<file path="config.mk">
export PLATFORM = sky130hd
export DESIGN_NAME = stream_dma
export DESIGN_NICKNAME = d
export VERILOG_FILES = /design/src/dma_bus_pkg.sv /design/src/dma_stream_pkg.sv /design/src/stream_if.sv /design/src/beat_fifo.sv /design/src/dma_regs.sv /design/src/dma_writer.sv /design/src/stream_dma.sv
export VERILOG_INCLUDE_DIRS = /design/src
export SDC_FILE = /design/constraint.sdc
export NUM_CORES = 1
export LEC_CHECK = 0
export BUFFER_PORTS_ARGS = -buffer_cell sky130_fd_sc_hd__buf_2
export CAP_MARGIN = 20
export CELL_PAD_IN_SITES_DETAIL_PLACEMENT = 0
export CELL_PAD_IN_SITES_GLOBAL_PLACEMENT = 2
export CORE_ASPECT_RATIO = 0.6
export CORE_MARGIN = 4
export CORE_UTILIZATION = 30
export CTS_CLUSTER_SIZE = 14
export DETAILED_ROUTE_END_ITERATION = 16
export PLACE_DENSITY_LB_ADDON = 0.15
export SLEW_MARGIN = 40
export SYNTH_ARGS = -nofsm -noshare
export SYNTH_HDL_FRONTEND = slang
export SYNTH_SLANG_ARGS = --single-unit
export TNS_END_PERCENT = 100
</file>
<file path="constraint.sdc">
create_clock -name clock -period 5.72 [get_ports clock]
set_input_delay 0.858 -clock clock [delete_from_list [all_inputs] [get_ports clock]]
set_output_delay 0.858 -clock clock [all_outputs]
set_load 0.005 [all_outputs]
</file>
<file path="src/dma_config.svh">
// Build-time configuration of the stream DMA writer
// Beat buffer depth, bus address width and register map offsets

`ifndef DMA_CONFIG_SVH
`define DMA_CONFIG_SVH

// Beats held by the input FIFO, which is also the longest packet accepted
`define DMA_FIFO_DEPTH 16

// Width of the memory bus address
`define DMA_ADDR_WIDTH 64

// Register map, one 32-bit register per index
`define DMA_REG_CTRL    2'd0
`define DMA_REG_BASE_LO 2'd1
`define DMA_REG_BASE_HI 2'd2
`define DMA_REG_STATUS  2'd3

`endif

</file>
<file path="src/dma_bus_pkg.sv">
// Stream DMA bus and register types
// Write bus address and data words, register index and status layout

`default_nettype none

`include "dma_config.svh"

package dma_bus_pkg;

    typedef logic [`DMA_ADDR_WIDTH-1:0] bus_addr_t;

    typedef logic [63:0] bus_data_t;

    // Index into the four-entry register map
    typedef logic [1:0] reg_addr_t;

    // Status register, packet count in the upper half
    typedef struct packed {
        logic [15:0] packets_done;
        logic [15:0] last_length;
    } dma_status_t;

endpackage

`default_nettype wire

</file>
<file path="src/dma_stream_pkg.sv">
// Stream DMA data types
// Input beat layout and the 64-bit memory word written per beat

`default_nettype none

package dma_stream_pkg;

    // One buffered beat of the input stream
    typedef struct packed {
        logic [31:0] data;
        logic [7:0]  dest;
        logic        last;
    } stream_beat_t;

    // Memory word as the writer builds it, tag zero-extended into the high half
    typedef struct packed {
        logic [23:0] pad;
        logic [7:0]  dest;
        logic [31:0] data;
    } mem_word_fields_t;

    // The bus only sees the raw view
    typedef union packed {
        logic [63:0]      raw;
        mem_word_fields_t fields;
    } mem_word_t;

endpackage

`default_nettype wire

</file>
<file path="src/stream_if.sv">
// Buffered beat channel between the beat FIFO and the DMA writer

`default_nettype none

`include "dma_config.svh"

interface stream_if #(
    parameter int DEPTH = `DMA_FIFO_DEPTH
);
    import dma_stream_pkg::*;

    // Head of the FIFO, valid whenever level is non-zero
    stream_beat_t beat;
    logic pop;
    // High while at least one complete packet is queued
    logic packet_ready;
    logic [$clog2(DEPTH + 1)-1:0] level;

    modport fifo (output beat, output packet_ready, output level, input pop);

    modport writer (input beat, input packet_ready, input level, output pop);

endinterface

`default_nettype wire

</file>
<file path="src/beat_fifo.sv">
// Circular buffer for incoming stream beats
// Also counts the complete packets held so the writer only starts on whole packets

`default_nettype none

`include "dma_config.svh"

module beat_fifo (
    input  wire         clock,
    input  wire         reset,
    input  wire         in_valid,
    input  wire  [31:0] in_data,
    input  wire  [7:0]  in_dest,
    input  wire         in_last,
    output logic        in_ready,
    stream_if.fifo      out
);
    import dma_stream_pkg::*;

    localparam int DEPTH = `DMA_FIFO_DEPTH;
    localparam int PTR_W = $clog2(DEPTH);
    localparam int LEVEL_W = $clog2(DEPTH + 1);

    stream_beat_t mem [DEPTH];

    logic [PTR_W-1:0]   wr_ptr;
    logic [PTR_W-1:0]   rd_ptr;
    logic [LEVEL_W-1:0] level;
    logic [LEVEL_W-1:0] level_next;
    logic [LEVEL_W-1:0] packets;
    logic [LEVEL_W-1:0] packets_next;
    logic               push;
    logic               pop;

    assign push = in_valid && in_ready;
    // A pop on an empty buffer is ignored
    assign pop = out.pop && (level != '0);

    always_comb begin
        level_next = level;
        if (push && !pop) begin
            level_next = level + 1'b1;
        end else if (pop && !push) begin
            level_next = level - 1'b1;
        end
    end

    // Packets are counted by their last beat on both sides
    always_comb begin
        packets_next = packets;
        if ((push && in_last) && !(pop && out.beat.last)) begin
            packets_next = packets + 1'b1;
        end else if (!(push && in_last) && (pop && out.beat.last)) begin
            packets_next = packets - 1'b1;
        end
    end

    always_ff @(posedge clock) begin
        if (!reset) begin
            wr_ptr <= '0;
            rd_ptr <= '0;
            level <= '0;
            packets <= '0;
            in_ready <= 1'b0;
        end else begin
            if (push) begin
                wr_ptr <= (wr_ptr == PTR_W'(DEPTH - 1)) ? '0 : wr_ptr + 1'b1;
            end
            if (pop) begin
                rd_ptr <= (rd_ptr == PTR_W'(DEPTH - 1)) ? '0 : rd_ptr + 1'b1;
            end
            level <= level_next;
            packets <= packets_next;
            // Registered so the input never sees a full buffer as ready
            in_ready <= (level_next != LEVEL_W'(DEPTH));
        end
    end

    always_ff @(posedge clock) begin
        if (push) begin
            mem[wr_ptr] <= '{data: in_data, dest: in_dest, last: in_last};
        end
    end

    assign out.beat = mem[rd_ptr];
    assign out.level = level;
    assign out.packet_ready = (packets != '0);

endmodule

`default_nettype wire

</file>
<file path="src/dma_regs.sv">
// Configuration registers of the stream DMA writer
// Holds enable and base address, counts finished packets and keeps the last length

`default_nettype none

`include "dma_config.svh"

module dma_regs (
    input  wire                        clock,
    input  wire                        reset,
    input  wire                        cfg_write,
    input  wire dma_bus_pkg::reg_addr_t cfg_addr,
    input  wire  [31:0]                cfg_wdata,
    input  wire                        finish,
    input  wire  [15:0]                finish_length,
    output logic [31:0]                cfg_rdata,
    output logic                       enable,
    output dma_bus_pkg::bus_addr_t     base_addr
);
    import dma_bus_pkg::*;

    dma_status_t status;

    always_ff @(posedge clock) begin
        if (!reset) begin
            enable <= 1'b0;
            base_addr <= '0;
            status <= '0;
        end else begin
            if (cfg_write) begin
                case (cfg_addr)
                    `DMA_REG_CTRL: begin
                        enable <= cfg_wdata[0];
                    end
                    `DMA_REG_BASE_LO: begin
                        base_addr[31:0] <= cfg_wdata;
                    end
                    `DMA_REG_BASE_HI: begin
                        base_addr[`DMA_ADDR_WIDTH-1:32] <= cfg_wdata;
                    end
                    // Status is read-only
                    default: begin
                    end
                endcase
            end
            if (finish) begin
                // The packet counter wraps at 16 bits
                status.packets_done <= status.packets_done + 16'd1;
                status.last_length <= finish_length;
            end
        end
    end

    always_comb begin
        case (cfg_addr)
            `DMA_REG_CTRL: begin
                cfg_rdata = {31'd0, enable};
            end
            `DMA_REG_BASE_LO: begin
                cfg_rdata = base_addr[31:0];
            end
            `DMA_REG_BASE_HI: begin
                cfg_rdata = base_addr[`DMA_ADDR_WIDTH-1:32];
            end
            default: begin
                cfg_rdata = status;
            end
        endcase
    end

endmodule

`default_nettype wire

</file>
<file path="src/dma_writer.sv">
// DMA write engine
// Pops queued beats and issues one single-word bus write per beat at base + 8 * index

`default_nettype none

module dma_writer (
    input  wire                    clock,
    input  wire                    reset,
    input  wire                    enable,
    input  wire dma_bus_pkg::bus_addr_t base_addr,
    input  wire                    aw_ready,
    input  wire                    w_ready,
    input  wire                    b_valid,
    stream_if.writer               in,
    output logic                   aw_valid,
    output dma_bus_pkg::bus_addr_t aw_addr,
    output logic                   w_valid,
    output dma_bus_pkg::bus_data_t w_data,
    output logic                   b_ready,
    output logic                   finish,
    output logic [15:0]            finish_length,
    output logic                   done
);
    import dma_stream_pkg::*;
    import dma_bus_pkg::*;

    typedef enum logic [1:0] {
        writer_idle,
        writer_load,
        writer_send,
        writer_response
    } writer_state_t;

    writer_state_t state;

    logic [15:0] word_index;
    bus_addr_t   target_base;
    bus_addr_t   next_base;
    mem_word_t   word;
    logic        beat_last;
    logic        start;
    logic        take_beat;
    logic        aw_clear;
    logic        w_clear;
    logic        b_fire;

    // The first beat is taken straight from idle so the write starts a cycle later
    assign start = (state == writer_idle) && in.packet_ready && enable;
    assign take_beat = start || ((state == writer_load) && (in.level != '0));
    assign in.pop = take_beat;

    // Base is latched at packet start, later changes only affect the next packet
    assign next_base = start ? base_addr : target_base;

    // A channel counts as finished once its valid has dropped or is accepted now
    assign aw_clear = aw_ready || !aw_valid;
    assign w_clear = w_ready || !w_valid;

    assign b_fire = (state == writer_response) && b_valid && b_ready;

    // The register block latches the status on the same edge that raises done
    assign finish = b_fire && beat_last;
    assign finish_length = word_index + 16'd1;

    assign w_data = word.raw;

    always_ff @(posedge clock) begin
        if (!reset) begin
            state <= writer_idle;
            aw_valid <= 1'b0;
            w_valid <= 1'b0;
            b_ready <= 1'b1;
            done <= 1'b0;
            word_index <= '0;
        end else begin
            done <= 1'b0;
            b_ready <= 1'b1;
            case (state)
                writer_idle, writer_load: begin
                    if (take_beat) begin
                        aw_valid <= 1'b1;
                        w_valid <= 1'b1;
                        state <= writer_send;
                    end
                end
                writer_send: begin
                    if (aw_ready) begin
                        aw_valid <= 1'b0;
                    end
                    if (w_ready) begin
                        w_valid <= 1'b0;
                    end
                    if (aw_clear && w_clear) begin
                        state <= writer_response;
                    end
                end
                writer_response: begin
                    if (b_fire) begin
                        // Ready drops for the cycle after a response
                        b_ready <= 1'b0;
                        if (beat_last) begin
                            word_index <= '0;
                            done <= 1'b1;
                            state <= writer_idle;
                        end else begin
                            word_index <= word_index + 16'd1;
                            state <= writer_load;
                        end
                    end
                end
                default: begin
                    state <= writer_idle;
                end
            endcase
        end
    end

    always_ff @(posedge clock) begin
        if (start) begin
            target_base <= base_addr;
        end
        if (take_beat) begin
            aw_addr <= next_base + (bus_addr_t'(word_index) << 3);
            word.fields <= '{pad: '0, dest: in.beat.dest, data: in.beat.data};
            beat_last <= in.beat.last;
        end
    end

endmodule

`default_nettype wire

</file>
<file path="src/stream_dma.sv">
// Stream-to-memory DMA writer top level
// Beat FIFO, register block and write engine behind plain stream, bus and config ports

`default_nettype none

`include "dma_config.svh"

module stream_dma (
    input  wire                        clock,
    input  wire                        reset,
    input  wire                        in_valid,
    output logic                       in_ready,
    input  wire  [31:0]                in_data,
    input  wire  [7:0]                 in_dest,
    input  wire                        in_last,
    output logic                       aw_valid,
    input  wire                        aw_ready,
    output logic [`DMA_ADDR_WIDTH-1:0] aw_addr,
    output logic                       w_valid,
    input  wire                        w_ready,
    output logic [63:0]                w_data,
    input  wire                        b_valid,
    output logic                       b_ready,
    input  wire                        cfg_write,
    input  wire  [1:0]                 cfg_addr,
    input  wire  [31:0]                cfg_wdata,
    output logic [31:0]                cfg_rdata,
    output logic                       done
);

    logic                       enable;
    logic [`DMA_ADDR_WIDTH-1:0] base_addr;
    logic                       finish;
    logic [15:0]                finish_length;

    stream_if #(.DEPTH(`DMA_FIFO_DEPTH)) u_stream_if ();

    beat_fifo u_beat_fifo (
        .clock    (clock),
        .reset    (reset),
        .in_valid (in_valid),
        .in_data  (in_data),
        .in_dest  (in_dest),
        .in_last  (in_last),
        .in_ready (in_ready),
        .out      (u_stream_if.fifo)
    );

    dma_regs u_dma_regs (
        .clock         (clock),
        .reset         (reset),
        .cfg_write     (cfg_write),
        .cfg_addr      (cfg_addr),
        .cfg_wdata     (cfg_wdata),
        .finish        (finish),
        .finish_length (finish_length),
        .cfg_rdata     (cfg_rdata),
        .enable        (enable),
        .base_addr     (base_addr)
    );

    dma_writer u_dma_writer (
        .clock         (clock),
        .reset         (reset),
        .enable        (enable),
        .base_addr     (base_addr),
        .aw_ready      (aw_ready),
        .w_ready       (w_ready),
        .b_valid       (b_valid),
        .in            (u_stream_if.writer),
        .aw_valid      (aw_valid),
        .aw_addr       (aw_addr),
        .w_valid       (w_valid),
        .w_data        (w_data),
        .b_ready       (b_ready),
        .finish        (finish),
        .finish_length (finish_length),
        .done          (done)
    );

endmodule

`default_nettype wire

</file>
### Word-level counts from Yosys, hierarchy flattened

Memories as Yosys holds them, arrays and structs flattened. A register that Yosys moved wholly into a read port is not among the register bits.
Index checks and enable logic that the tools add are counted.

| storage, ports and cells | value |
|---|---|
| bits in registers | 307 |
| RAM bits | 656 |
| input port bits | 82 |
| output and inout port bits | 165 |
| word-level logic and storage cells | 108 |
| memories kept | 1 |

Memories:

| memory | words | bits a word | read ports | clocked after Yosys merged registers in | wr ports | line | RTL |
|---|---|---|---|---|---|---|---|
| u_beat_fifo.mem | 16 | 41 | 1 | 1 | 1 | beat_fifo.sv:24 | `stream_beat_t mem [DEPTH];` |

| cells by class | value |
|---|---|
| add/sub/neg operators | 9 |
| equality and inequality tests | 13 |
| muxes and demuxes | 25 |
| reductions and logical operators | 40 |

Operators with widths:

| operator | count |
|---|---|
| 32-bit one-hot mux with 3 select lines | 1 |
| 64-bit by 19-bit adder with 64-bit output | 1 |
| 64-bit two-way mux | 1 |
| 16-bit by 1-bit adder with 16-bit output (second input constant) | 2 |
| 5-bit two-way mux | 4 |
| 16-bit two-way mux | 1 |
| 4-bit two-way mux | 4 |
| 1-bit logical AND | 15 |
| 3-bit AND reduction | 4 |
| 5-bit by 1-bit adder with 5-bit output (second input constant) | 2 |
| 2-bit AND reduction | 5 |
| 5-bit nonzero test | 2 |
| 5-bit by 1-bit subtractor with 5-bit output (second input constant) | 2 |
| 4-bit by 1-bit adder with 4-bit output (second input constant) | 2 |
| 4-bit == test (second input constant) | 2 |
| 1-bit two-way mux | 8 |
| 2-bit == test (second input constant) | 3 |
| 1-bit logical NOT | 6 |
| 2-bit two-way mux | 3 |
| 2-bit inequality test (second input constant) | 3 |
| 2-bit one-hot mux with 3 select lines | 1 |
| 5-bit inequality test (second input constant) | 1 |
| 2-bit by 1-bit == test with 1-bit output (second input constant) | 2 |
| 2-bit logical NOT | 2 |
| other kinds (5) | 10 |

### Depth between registers and ports, before layout

Gate-level depths: netlist (run 1).

| depth | value |
|---|---|
| word-level depth | 9 |
| gate-level depth with buffers | 18 |
| gate-level depth less buffers | 15 |

### Cells and area by module

Synthesis (run 1) repeated with hierarchy kept, for this count alone.

| unflattened totals | value |
|---|---|
| cells, all modules | 2487 |
| area total of the unflattened synthesis | 39678.1 µm² |

By module, submodules not included:

| module | times used | cells an instance | area an instance (µm²) | sequential area each (µm²) |
|---|---|---|---|---|
| beat_fifo | 1 | 1071 | 26342.8 | 20159.3 |
| dma_writer | 1 | 919 | 9113.7 | 4874.7 |
| dma_regs | 1 | 497 | 4221.5 | 1941.9 |

### Least setup slack after synthesis (run 1)

No wires, ideal clock.

| timing path | value |
|---|---|
| path kind | input-to-reg |
| from | input in_valid |
| to | memory u_beat_fifo.mem[3][0] in the netlist's numbering (enable) |
| setup time | 0.490 ns |
| arrival | 4.257 ns |
| setup slack | 0.973 ns |
| stages on the path | 4 |
| path through | and2_1 -> clkbuf_1 -> nand2_1 -> nor3_1 |

| between the ends | value |
|---|---|
| word-level cells in the longest chain between the ends | 3 |

Ends and longest elaborated chain:

| element | line | RTL |
|---|---|---|
| start: declaration | stream_dma.sv:11 | `input wire in_valid,` |
| 1-bit logical AND | beat_fifo.sv:35 | `assign push = in_valid && in_ready;` |
| 1-bit two-way mux | beat_fifo.sv:80 | `if (push) begin` |
| 1-bit two-way mux (not written as such) | beat_fifo.sv:81 | `mem[wr_ptr] <= '{data: in_data, dest: in_dest, last: in_last};` |
| end: declaration | beat_fifo.sv:24 |  |

Every way passes these cells.

### Worst setup path after layout (run 1)

| timing path | value |
|---|---|
| from | register u_beat_fifo.packets[0] |
| to | register u_dma_writer.aw_addr[61], data pin |

| between the ends | value |
|---|---|
| word-level cells in the longest chain between the ends | 5 |

Ends and longest elaborated chain:

| element | line | RTL |
|---|---|---|
| start: declaration | beat_fifo.sv:30 | `logic [LEVEL_W-1:0] packets;` |
| start signal: assignment | beat_fifo.sv:73 | `packets <= packets_next;` |
| 5-bit nonzero test | beat_fifo.sv:87 | `assign out.packet_ready = (packets != '0);` |
| 1-bit logical AND (2 in series) | dma_writer.sv:48 | `assign start = (state == writer_idle) && in.packet_ready && enable;` |
| 64-bit two-way mux | dma_writer.sv:53 | `assign next_base = start ? base_addr : target_base;` |
| net u_dma_writer.next_base[16] | dma_writer.sv:38 | `bus_addr_t next_base;` |
| 64-bit by 19-bit adder with 64-bit output | dma_writer.sv:123 | `aw_addr <= next_base + (bus_addr_t'(word_index) << 3);` |
| end signal: assignment | dma_writer.sv:123 |  |
| end: declaration | dma_writer.sv:16 | `output dma_bus_pkg::bus_addr_t aw_addr,` |

The timed path passes the listed nets, and every way through them passes these cells.
A chain may end at the register's enable or synchronous reset.

==> metrics.csv, run 1 <==
stage,metric,value,unit
routing,# DRC,0,
cts,post-CTS setup buffers,0,
routing,via count,22045,
min_path,Hold Path Class,in -> reg,
status,run status,completed,
sta,Tcrit/Tclk final,81.8,%
power,clock network power share,43.9,%
sta,Peak Freq,214,MHz
sta,# setup viols final,0,
power,maximum vdd ir drop,0.000212,V
place,number of port buffers,222,
cts,Longest Clk Path Bufs,3,
synthesis,post-synth cell types,71,
sta,final hold vios,0,
routing,drt via density,4.93,
worst_setup_path,beginning of the critical path,u_beat_fifo.packets[0],
place,hpwl dp,68700,um
global_routing,pin count of the biggest net entering global routing,87,
die,die height,287,um
synthesis,"EDFF count, synth",761,
die,Die Width,473,um
worst_setup_path,Worst Reg2Reg Path Length in Cells,12,
synthesis,Gate Count Post-Synth,2447,
min_path,Hold Crit Start,cfg_wdata[3],
power,Reg power frac,52.1,%
routing,DRT iter0 DRCs,1655,
sta,Max Slew Vio Count,0,
die,die area,136000,um2
global_routing,M2 GR Usage,24.5,%
die,CORE AREA,128000,um2
power,Leak,15.1,nW
global_routing,GRT overflow,0,
worst_setup_path,FF-to-FF End,u_dma_writer.aw_addr[61],
sta,clk_skew,0.0520,ns
worst_setup_path,required time worst endpoint,6.16,ns
worst_setup_path,CP max-delay cell,a2111oi_2,
place,gpl congestion,0.791,
cts,Clock Latency Late Sink,0.72,ns
global_routing,antenna violations before repair,10,
layout,P&R area growth vs syn,16.9,%
worst_setup_path,cell mode on critical path,nand2_1,
cts,Root Driver,clkbuf_16,
worst_setup_path,CP startpoint kind,flip-flop,
power,PD cells,329,nW/um2
routing,antenna-violating nets left,0,
die,initial core utilization,30.5,%
sta,worst slew pin tran,0.841,ns
layout,layout cell share with drive strength beyond 1,25.6,%
synthesis,"Avg Cell Area, Syn",15.9,um2
cts,Worst-path clk slew,0.06,ns
die,row count,101,
global_routing,first-pass GRT wire length,164000,um
power,power share of the combinational group,4.1,%
global_routing,vias in the first global route,22422,
worst_setup_path,reg2reg setup slack,1.04,ns
worst_setup_path,worst setup path category,reg -> reg,
worst_setup_path,CP Capture Point,u_dma_writer.aw_addr[61],
worst_setup_path,crit-path max cell delay,0.66,ns
synthesis,Seq cells post-synth,967,
worst_setup_path,CP endpoint kind,flip-flop,
worst_setup_path,critical-path cell list,or3_4 > o31a_2 > nand2_1 > nand2_1 > ha_1 > nand3_1 > a211o_1 > or3_1 > a2111oi_2 > buf_4 > o2111ai_1 > xnor2_1,
synthesis,Post-synth ARST share,0,%
synthesis,register area share after synthesis,69.4,%
cts,hold buffers post-CTS,0,
global_routing,busiest grt layer,met1,
cts,TritonCTS Sinks,967,
global_routing,grt met3 use,3.26,%
layout,Post-Layout Inst Area,45400,um2
flow_run,Max Cap Violations,0,
sta,Max-slew headroom,43.8,%
power,Net Sw Frac,22.2,%
synthesis,synth warn,0,
worst_setup_path,RR Startpoint,u_beat_fifo.packets[0],
sta,clock period minus worst slack,4.68,ns
global_routing,GR met1 Demand/Resource,25.6,%
routing,final wirelength,113000,um
sta,RSZ-0062 raised after global routing,no,
worst_setup_path,crit-path max FO,22,
routing,DR WL/cell,25.4,um
place,placed inst area,42100,um2
synthesis,"Cell Area, Synth",38900,um2
global_routing,GRT Resource Usage Total,16.6,%
cts,CTS tree,yes,
die,io pins,247,
cts,Inserted Clock Buffers,99,
power,Pint,11.6,mW
routing,DR pass1 iterations,5,
synthesis,most used flip-flop cell after synthesis,edfxtp_1,
power,NetSw,3.32,mW
layout,fin nets,2803,
cts,H-tree Lvls,3,
sta,setup TNS,0,ns
cts,post-CTS sizing,0,
worst_setup_path,Worst EP arrival,5.12,ns
-- per-layer routing --
metal	vias to the layer above	share of wire [%]	routed length, um
met5	-	0.019	21
met4	4	1.5	1690
met3	130	4.9	5580
met2	474	44	49500
met1	11590	50	56600
li1	9847	-	-
-- sequential cells by signal, indices dropped and copies added, names as in the netlist, 2 cells and up, named ones only --
name                      flops
u_dma_regs.base_addr         64
u_beat_fifo.packets           5
u_beat_fifo.rd_ptr            4
u_dma_writer.word_index      16
u_dma_writer.state            2
u_beat_fifo.wr_ptr            4
u_beat_fifo.out.level         5
u_dma_writer.w_data          40
u_dma_writer.aw_addr         64
u_dma_regs.status            32
u_dma_writer.target_base     64
u_beat_fifo.mem             656
-- worst max-delay path: cells and delay by family (launching register included) --
kind | cells | cell delay, ns
AOI/OAI and AO/OA | 4 | 1.66
xor gates and xnor gates | 1 | 0.18
and+or+nand+nor | 5 | 1.44
adders and majority gates | 1 | 0.44
buffers and inverters | 1 | 0.28
DFF | 1 | 0.36
-- worst min-delay path by stage --
stage | slack (ns) | to | cells past startpoint
2_1_floorplan | 0.41 | u_dma_writer.target_base[0] | 2
3_3_place_gp | 0.44 | u_dma_writer.target_base[2] | 2
3_5_place_dp | 0.44 | u_dma_writer.target_base[2] | 2
4_1_cts | 0.35 | u_dma_regs.base_addr[1] | 3
5_1_grt | 0.37 | u_dma_regs.base_addr[1] | 3
6_report | 0.43 | u_dma_regs.base_addr[35] | 3
-- synth_stat cells (30+ instances only) --
cell / instances / area [um2]
xor2_1: 43 / 377
a22o_1: 31 / 272
ha_1: 30 / 375
o21ai_0: 32 / 160
mux2_2: 41 / 462
a21oi_1: 113 / 566
nand3_1: 65 / 325
edfxtp_1: 761 / 22900
nand2_1: 360 / 1350
nor2_1: 101 / 379
clkbuf_1: 98 / 368
mux4_2: 206 / 4640
dfxtp_1: 206 / 4120
xnor2_1: 48 / 420
-- final cells by class --
type                    count  area, um2
diodes                      2       5.00
clock buffers             127       2640
clock inverters            56        614
fillers                 12067      82100
inverters                  27        106
multi-input cells        1328      11400
flip-flops and latches    967      27000
well taps                1699       2130
repair buffers            266       1540
-- power groups by stage --
stage,Sequential (mW),Clock (mW),Combinational [mW]
2_1_floorplan,7.91,0,0.366
3_3_place_gp,7.93,0,0.607
3_5_place_dp,7.93,0,0.621
4_1_cts,7.78,6.78,0.623
5_1_grt,7.79,7.08,0.674
6_report,7.78,6.55,0.611
-- stage by stage --
stage	hold slack [ns]	utilization, %	worst slack, ns	power [mW]	instances
final	0.428	35.6	1.04	14.9	4472
after global routing	0.372	35.6	0.865	15.5	4470
after floorplan	0.414	-	0.973	8.27	2470
after global placement	0.442	32.9	1.01	8.54	4285
after detailed placement	0.442	33.0	1.11	8.55	4286
after CTS	0.352	35.6	1.08	15.2	4469
-- placed cells by master (no fill, tap or decap), types with 6 or more instances in the layout --
master / netlist / routed
ha_1: 30 / 30
and2_1: 11 / 10
buf_4: 24 / 24
inv_1: 27 / 26
nand3_1: 65 / 65
a22oi_1: 7 / 7
conb_1: 1 / 24
mux4_2: 206 / 206
a21o_1: 7 / 7
nor3_1: 22 / 18
xnor2_1: 48 / 48
mux2_2: 41 / 41
dfxtp_1: 206 / 202
clkinv_1: 0 / 15
buf_2: 4 / 222
a21oi_1: 113 / 113
nand4_1: 18 / 18
nor2_4: 0 / 12
nor3b_1: 7 / 7
and3_1: 22 / 22
nand2_1: 360 / 358
a211oi_1: 16 / 15
buf_6: 2 / 18
clkbuf_1: 98 / 22
nor2_1: 101 / 87
mux2i_1: 24 / 23
xor2_1: 43 / 43
bufinv_16: 0 / 9
nand3b_1: 6 / 6
clkbuf_16: 0 / 99
or3_1: 9 / 9
a22o_1: 31 / 31
clkinv_2: 0 / 19
edfxtp_1: 761 / 761
o21ai_0: 32 / 32
nand2b_1: 8 / 8
clkbuf_8: 0 / 6
nor4_1: 10 / 10
-- cells by family (layout without fill, tap and decap cells) --
group,after synthesis,in the layout,synth area share (%)
compound gates,242,242,3.94
fa+ha+maj,33,33,1.09
flops,967,967,69.4
mux,272,272,13.8
xor+xnor,91,91,2.05
simple gates,666,666,7.72
other cells,1,26,0.00965
buf+inv,175,476,1.97
Power figures use the tool's default switching activity.
==> inputs of run 2 (changes only) <==
--- a/config.mk
+++ b/config.mk
@@ -6,6 +6,7 @@
 export SDC_FILE = /design/constraint.sdc
 export NUM_CORES = 1
 export LEC_CHECK = 0
+export ABC_AREA = 1
 export BUFFER_PORTS_ARGS = -buffer_cell sky130_fd_sc_hd__buf_2
 export CAP_MARGIN = 20
 export CELL_PAD_IN_SITES_DETAIL_PLACEMENT = 0
==> constraint.sdc (replaced) <==
create_clock -name clock -period 4 [get_ports clock]
set_input_delay 0.6 -clock clock [delete_from_list [all_inputs] [get_ports clock]]
set_output_delay 0.6 -clock clock [all_outputs]
set_load 0.005 [all_outputs]
==> run 2 against run 1 <==
Compared with the run above:
- die area up 5.6%
- non-clock buffer count up 29
- routed wire length up 22%
- sequential power up 52%
- sequential share of layout area down 2.8 points
- clock-buffer cell count up 8
- clock skew down 0.018 ns
- largest power group unchanged
- critical path type unchanged
==> metrics.csv, run 2 <==
stage,metric,value,unit
die,die height,295,um
sta,worst slew pin tran,0.866,ns
synthesis,"Avg Cell Area, Syn",11.2,um2
die,die area,143000,um2
layout,"most common cell after layout, fill and taps aside",edfxtp_1,
die,CORE AREA,135000,um2
synthesis,Gate Count Post-Synth,3671,
worst_setup_path,cell mode on critical path,nand2_1,
cts,Root Driver,clkbuf_16,
synthesis,"top cells by count, synth","761 x edfxtp_1, 533 x nand2_1, 411 x inv_1, 328 x o21ai_0, 289 x a21oi_1",
place,Place WS,0.0207,ns
die,row count,104,
cts,TritonCTS Sinks,967,
power,PD cells,518,nW/um2
synthesis,post-synth cell types,52,
die,Die Width,486,um
sta,Max Slew Vio Count,0,
sta,setup ws final,0.175,ns
sta,Peak Freq,261,MHz
layout,layout cell share with drive strength beyond 1,12.9,%
synthesis,"EDFF count, synth",761,
routing,final wirelength,138000,um
cts,Inserted Clock Buffers,99,
layout,P&R area growth vs syn,16.0,%
routing,via count,27557,
cts,CTS tree,yes,
place,Post-Place Cells,5583,
min_path,WHS Path Cells,3,
sta,Tcrit/Tclk final,95.6,%
die,io pins,247,
die,initial core utilization,30.4,%
place,hpwl dp,88500,um
layout,Non-Filler Instances,5768,
synthesis,post-synth top area cell,edfxtp_1,
worst_setup_path,Crit path depth,17,
synthesis,"Cell Area, Synth",41100,um2
worst_setup_path,CP startpoint kind,flip-flop,
worst_setup_path,CP max-delay cell,ha_1,
layout,max FFs per register,656,
synthesis,register area share after synthesis,65.7,%
worst_setup_path,crit-path max cell delay,0.38,ns
layout,fin nets,3997,
synthesis,top-count cell post-synth,edfxtp_1,
global_routing,pin count of the biggest net entering global routing,157,
layout,most frequent cells in the layout,"761 x edfxtp_1, 531 x nand2_1, 409 x inv_1",
min_path,Hold Path Class,in -> reg,
worst_setup_path,CP endpoint kind,flip-flop,
routing,antenna-violating nets left,0,
sta,Max-slew headroom,42.3,%
worst_setup_path,required time worst endpoint,4.47,ns
global_routing,first-pass GRT wire length,198000,um
worst_setup_path,"CP delay by family, top",simple AND/OR/NAND/NOR gates,
cts,Worst-path clk slew,0.07,ns
power,maximum vdd ir drop,0.000365,V
global_routing,GRT overflow,0,
power,Leak,16.9,nW
synthesis,most area-consuming cells after synthesis,"edfxtp_1 56%, dfxtp_1 10%, nand2_1 4.9%",
worst_setup_path,Worst EP arrival,4.30,ns
place,number of port buffers,222,
global_routing,GRT Resource Usage Total,19.0,%
sta,final hold vios,0,
cts,Clock Latency Late Sink,0.70,ns
worst_setup_path,worst setup path category,reg -> reg,
cts,post-CTS setup buffers,0,
cts,Longest Clk Path Bufs,3,
place,gpl congestion,0.840,
routing,DR pass1 iterations,5,
cts,post-CTS sizing,0,
sta,clock period minus worst slack,3.82,ns
layout,Post-Layout Inst Area,47600,um2
global_routing,antenna violations before repair,14,
worst_setup_path,critical-path cell list,nor2_1 > nand3_2 > nand2_8 > buf_6 > o21ai_0 > ha_1 > nand2_1 > inv_1 > nand2_1 > nor3_2 > nand2_1 > nand3_1 > nand2_1 > nand2_2 > nand2_1 > nor2_1 > xor2_1,
place,placed inst area,44500,um2
layout,Top reg by flops,u_beat_fifo.mem,
synthesis,most used flip-flop cell after synthesis,edfxtp_1,
synthesis,post-synth top area share,55.7,%
routing,DR WL/cell,24.0,um
global_routing,vias in the first global route,26059,
worst_setup_path,Worst Reg2Reg Path Length in Cells,17,
worst_setup_path,CP Buf/Inv Count,2,
sta,clk_skew,0.0341,ns
routing,drt via density,4.78,
sta,RSZ-0062 raised after global routing,no,
routing,# DRC,0,
sta,# setup viols final,0,
routing,DRT iter0 DRCs,2378,
flow_run,Max Cap Violations,0,
power,Tot Pwr,24.7,mW
cts,H-tree Lvls,3,
cts,hold buffers post-CTS,0,
synthesis,Post-synth ARST share,0,%
synthesis,Seq cells post-synth,967,
synthesis,synth warn,0,
worst_setup_path,crit-path max FO,25,
status,run status,completed,
## run 2: cell count changes after synthesis, moves of 27 or more
cell      previous run  this run
buf_2                4        31
a21oi_1            113       289
nand3_1             65       175
mux2_2              41         0
nor2_1             101       178
mux4_2             206         0
xnor2_1             48         7
o211ai_1             5       185
a22o_1              31         0
inv_1               27       411
clkbuf_1            98       129
nand2_1            360       533
o21ai_0             32       328
mux2i_1             24       164
## run 2: final cells by class
cell class	instances	area [um2]
multi-input cells	2102	11800
diodes	4	10.0
clock buffers	135	2700
flip-flops and latches	967	27000
clock inverters	45	382
repair buffers	295	1920
inverters	418	1570
fillers	13518	87400
well taps	1802	2250
## run 2: through the flow
stage | util, % | TNS (ns) | hold slack [ns]
5_1_grt | 35.3 | 0 | 0.153
4_1_cts | 35.2 | 0 | 0.134
6_report | 35.3 | 0 | 0.191
3_3_place_gp | 32.9 | -0.0956 | 0.450
2_1_floorplan | - | 0 | 0.431
3_5_place_dp | 32.9 | 0 | 0.463
## run 2: final timing paths
kind | from | endpoint | slack, ns
max | u_beat_fifo.packets[1] | u_dma_writer.aw_addr[36] | 0.18
min | cfg_wdata[11] | u_dma_regs.base_addr[43] | 0.19
max reg2reg | u_beat_fifo.packets[1] | u_dma_writer.aw_addr[36] | 0.18
min reg2reg | u_dma_regs.base_addr[38] | u_dma_regs.base_addr[38] | 0.48
## run 2: routing by layer
metal	part of all wire [%]	routed length (um)	up-vias	track usage, %
li1	-	-	13268	-
met1	54	74800	13530	31.5
met2	39	53600	613	25.3
met3	5.6	7760	136	3.72
met4	1.5	2040	10	3.28
met5	0.041	57	-	0
## run 2: worst reg2reg max path: stages (launching register included)
cell and delay [ns]:
dfxtp_1 0.35, nor2_1 0.14, nand3_2 0.15, nand2_8 0.17
buf_6 0.23, o21ai_0 0.15, ha_1 0.38, nand2_1 0.13
inv_1 0.11, nand2_1 0.19, nor3_2 0.31, nand2_1 0.19
nand3_1 0.12, nand2_1 0.09, nand2_2 0.21, nand2_1 0.17
nor2_1 0.19, xor2_1 0.34
## run 2: cell families (layout without fill, tap and decap cells)
family,count (synthesis),count (layout),share of synthesized area (%)
flip-flops,967,967,65.7
AND/OR/NAND/NOR,989,989,10.4
XOR/XNOR,58,58,1.24
other,1,28,0.00913
multiplexers,164,164,4.00
buffers and inverters,625,893,6.15
AO/OA/AOI/OAI,835,835,11.5
adder cells (fa/ha/maj),32,32,1.01
## run 2: where the power goes
part | switching [mW] | internal, mW | leakage (nW) | total (mW)
Sequential | 0.279 | 11.6 | 8.56 | 11.8
Clock | 4.04 | 5.03 | 1.50 | 9.07
Combinational | 2.63 | 1.14 | 6.88 | 3.77
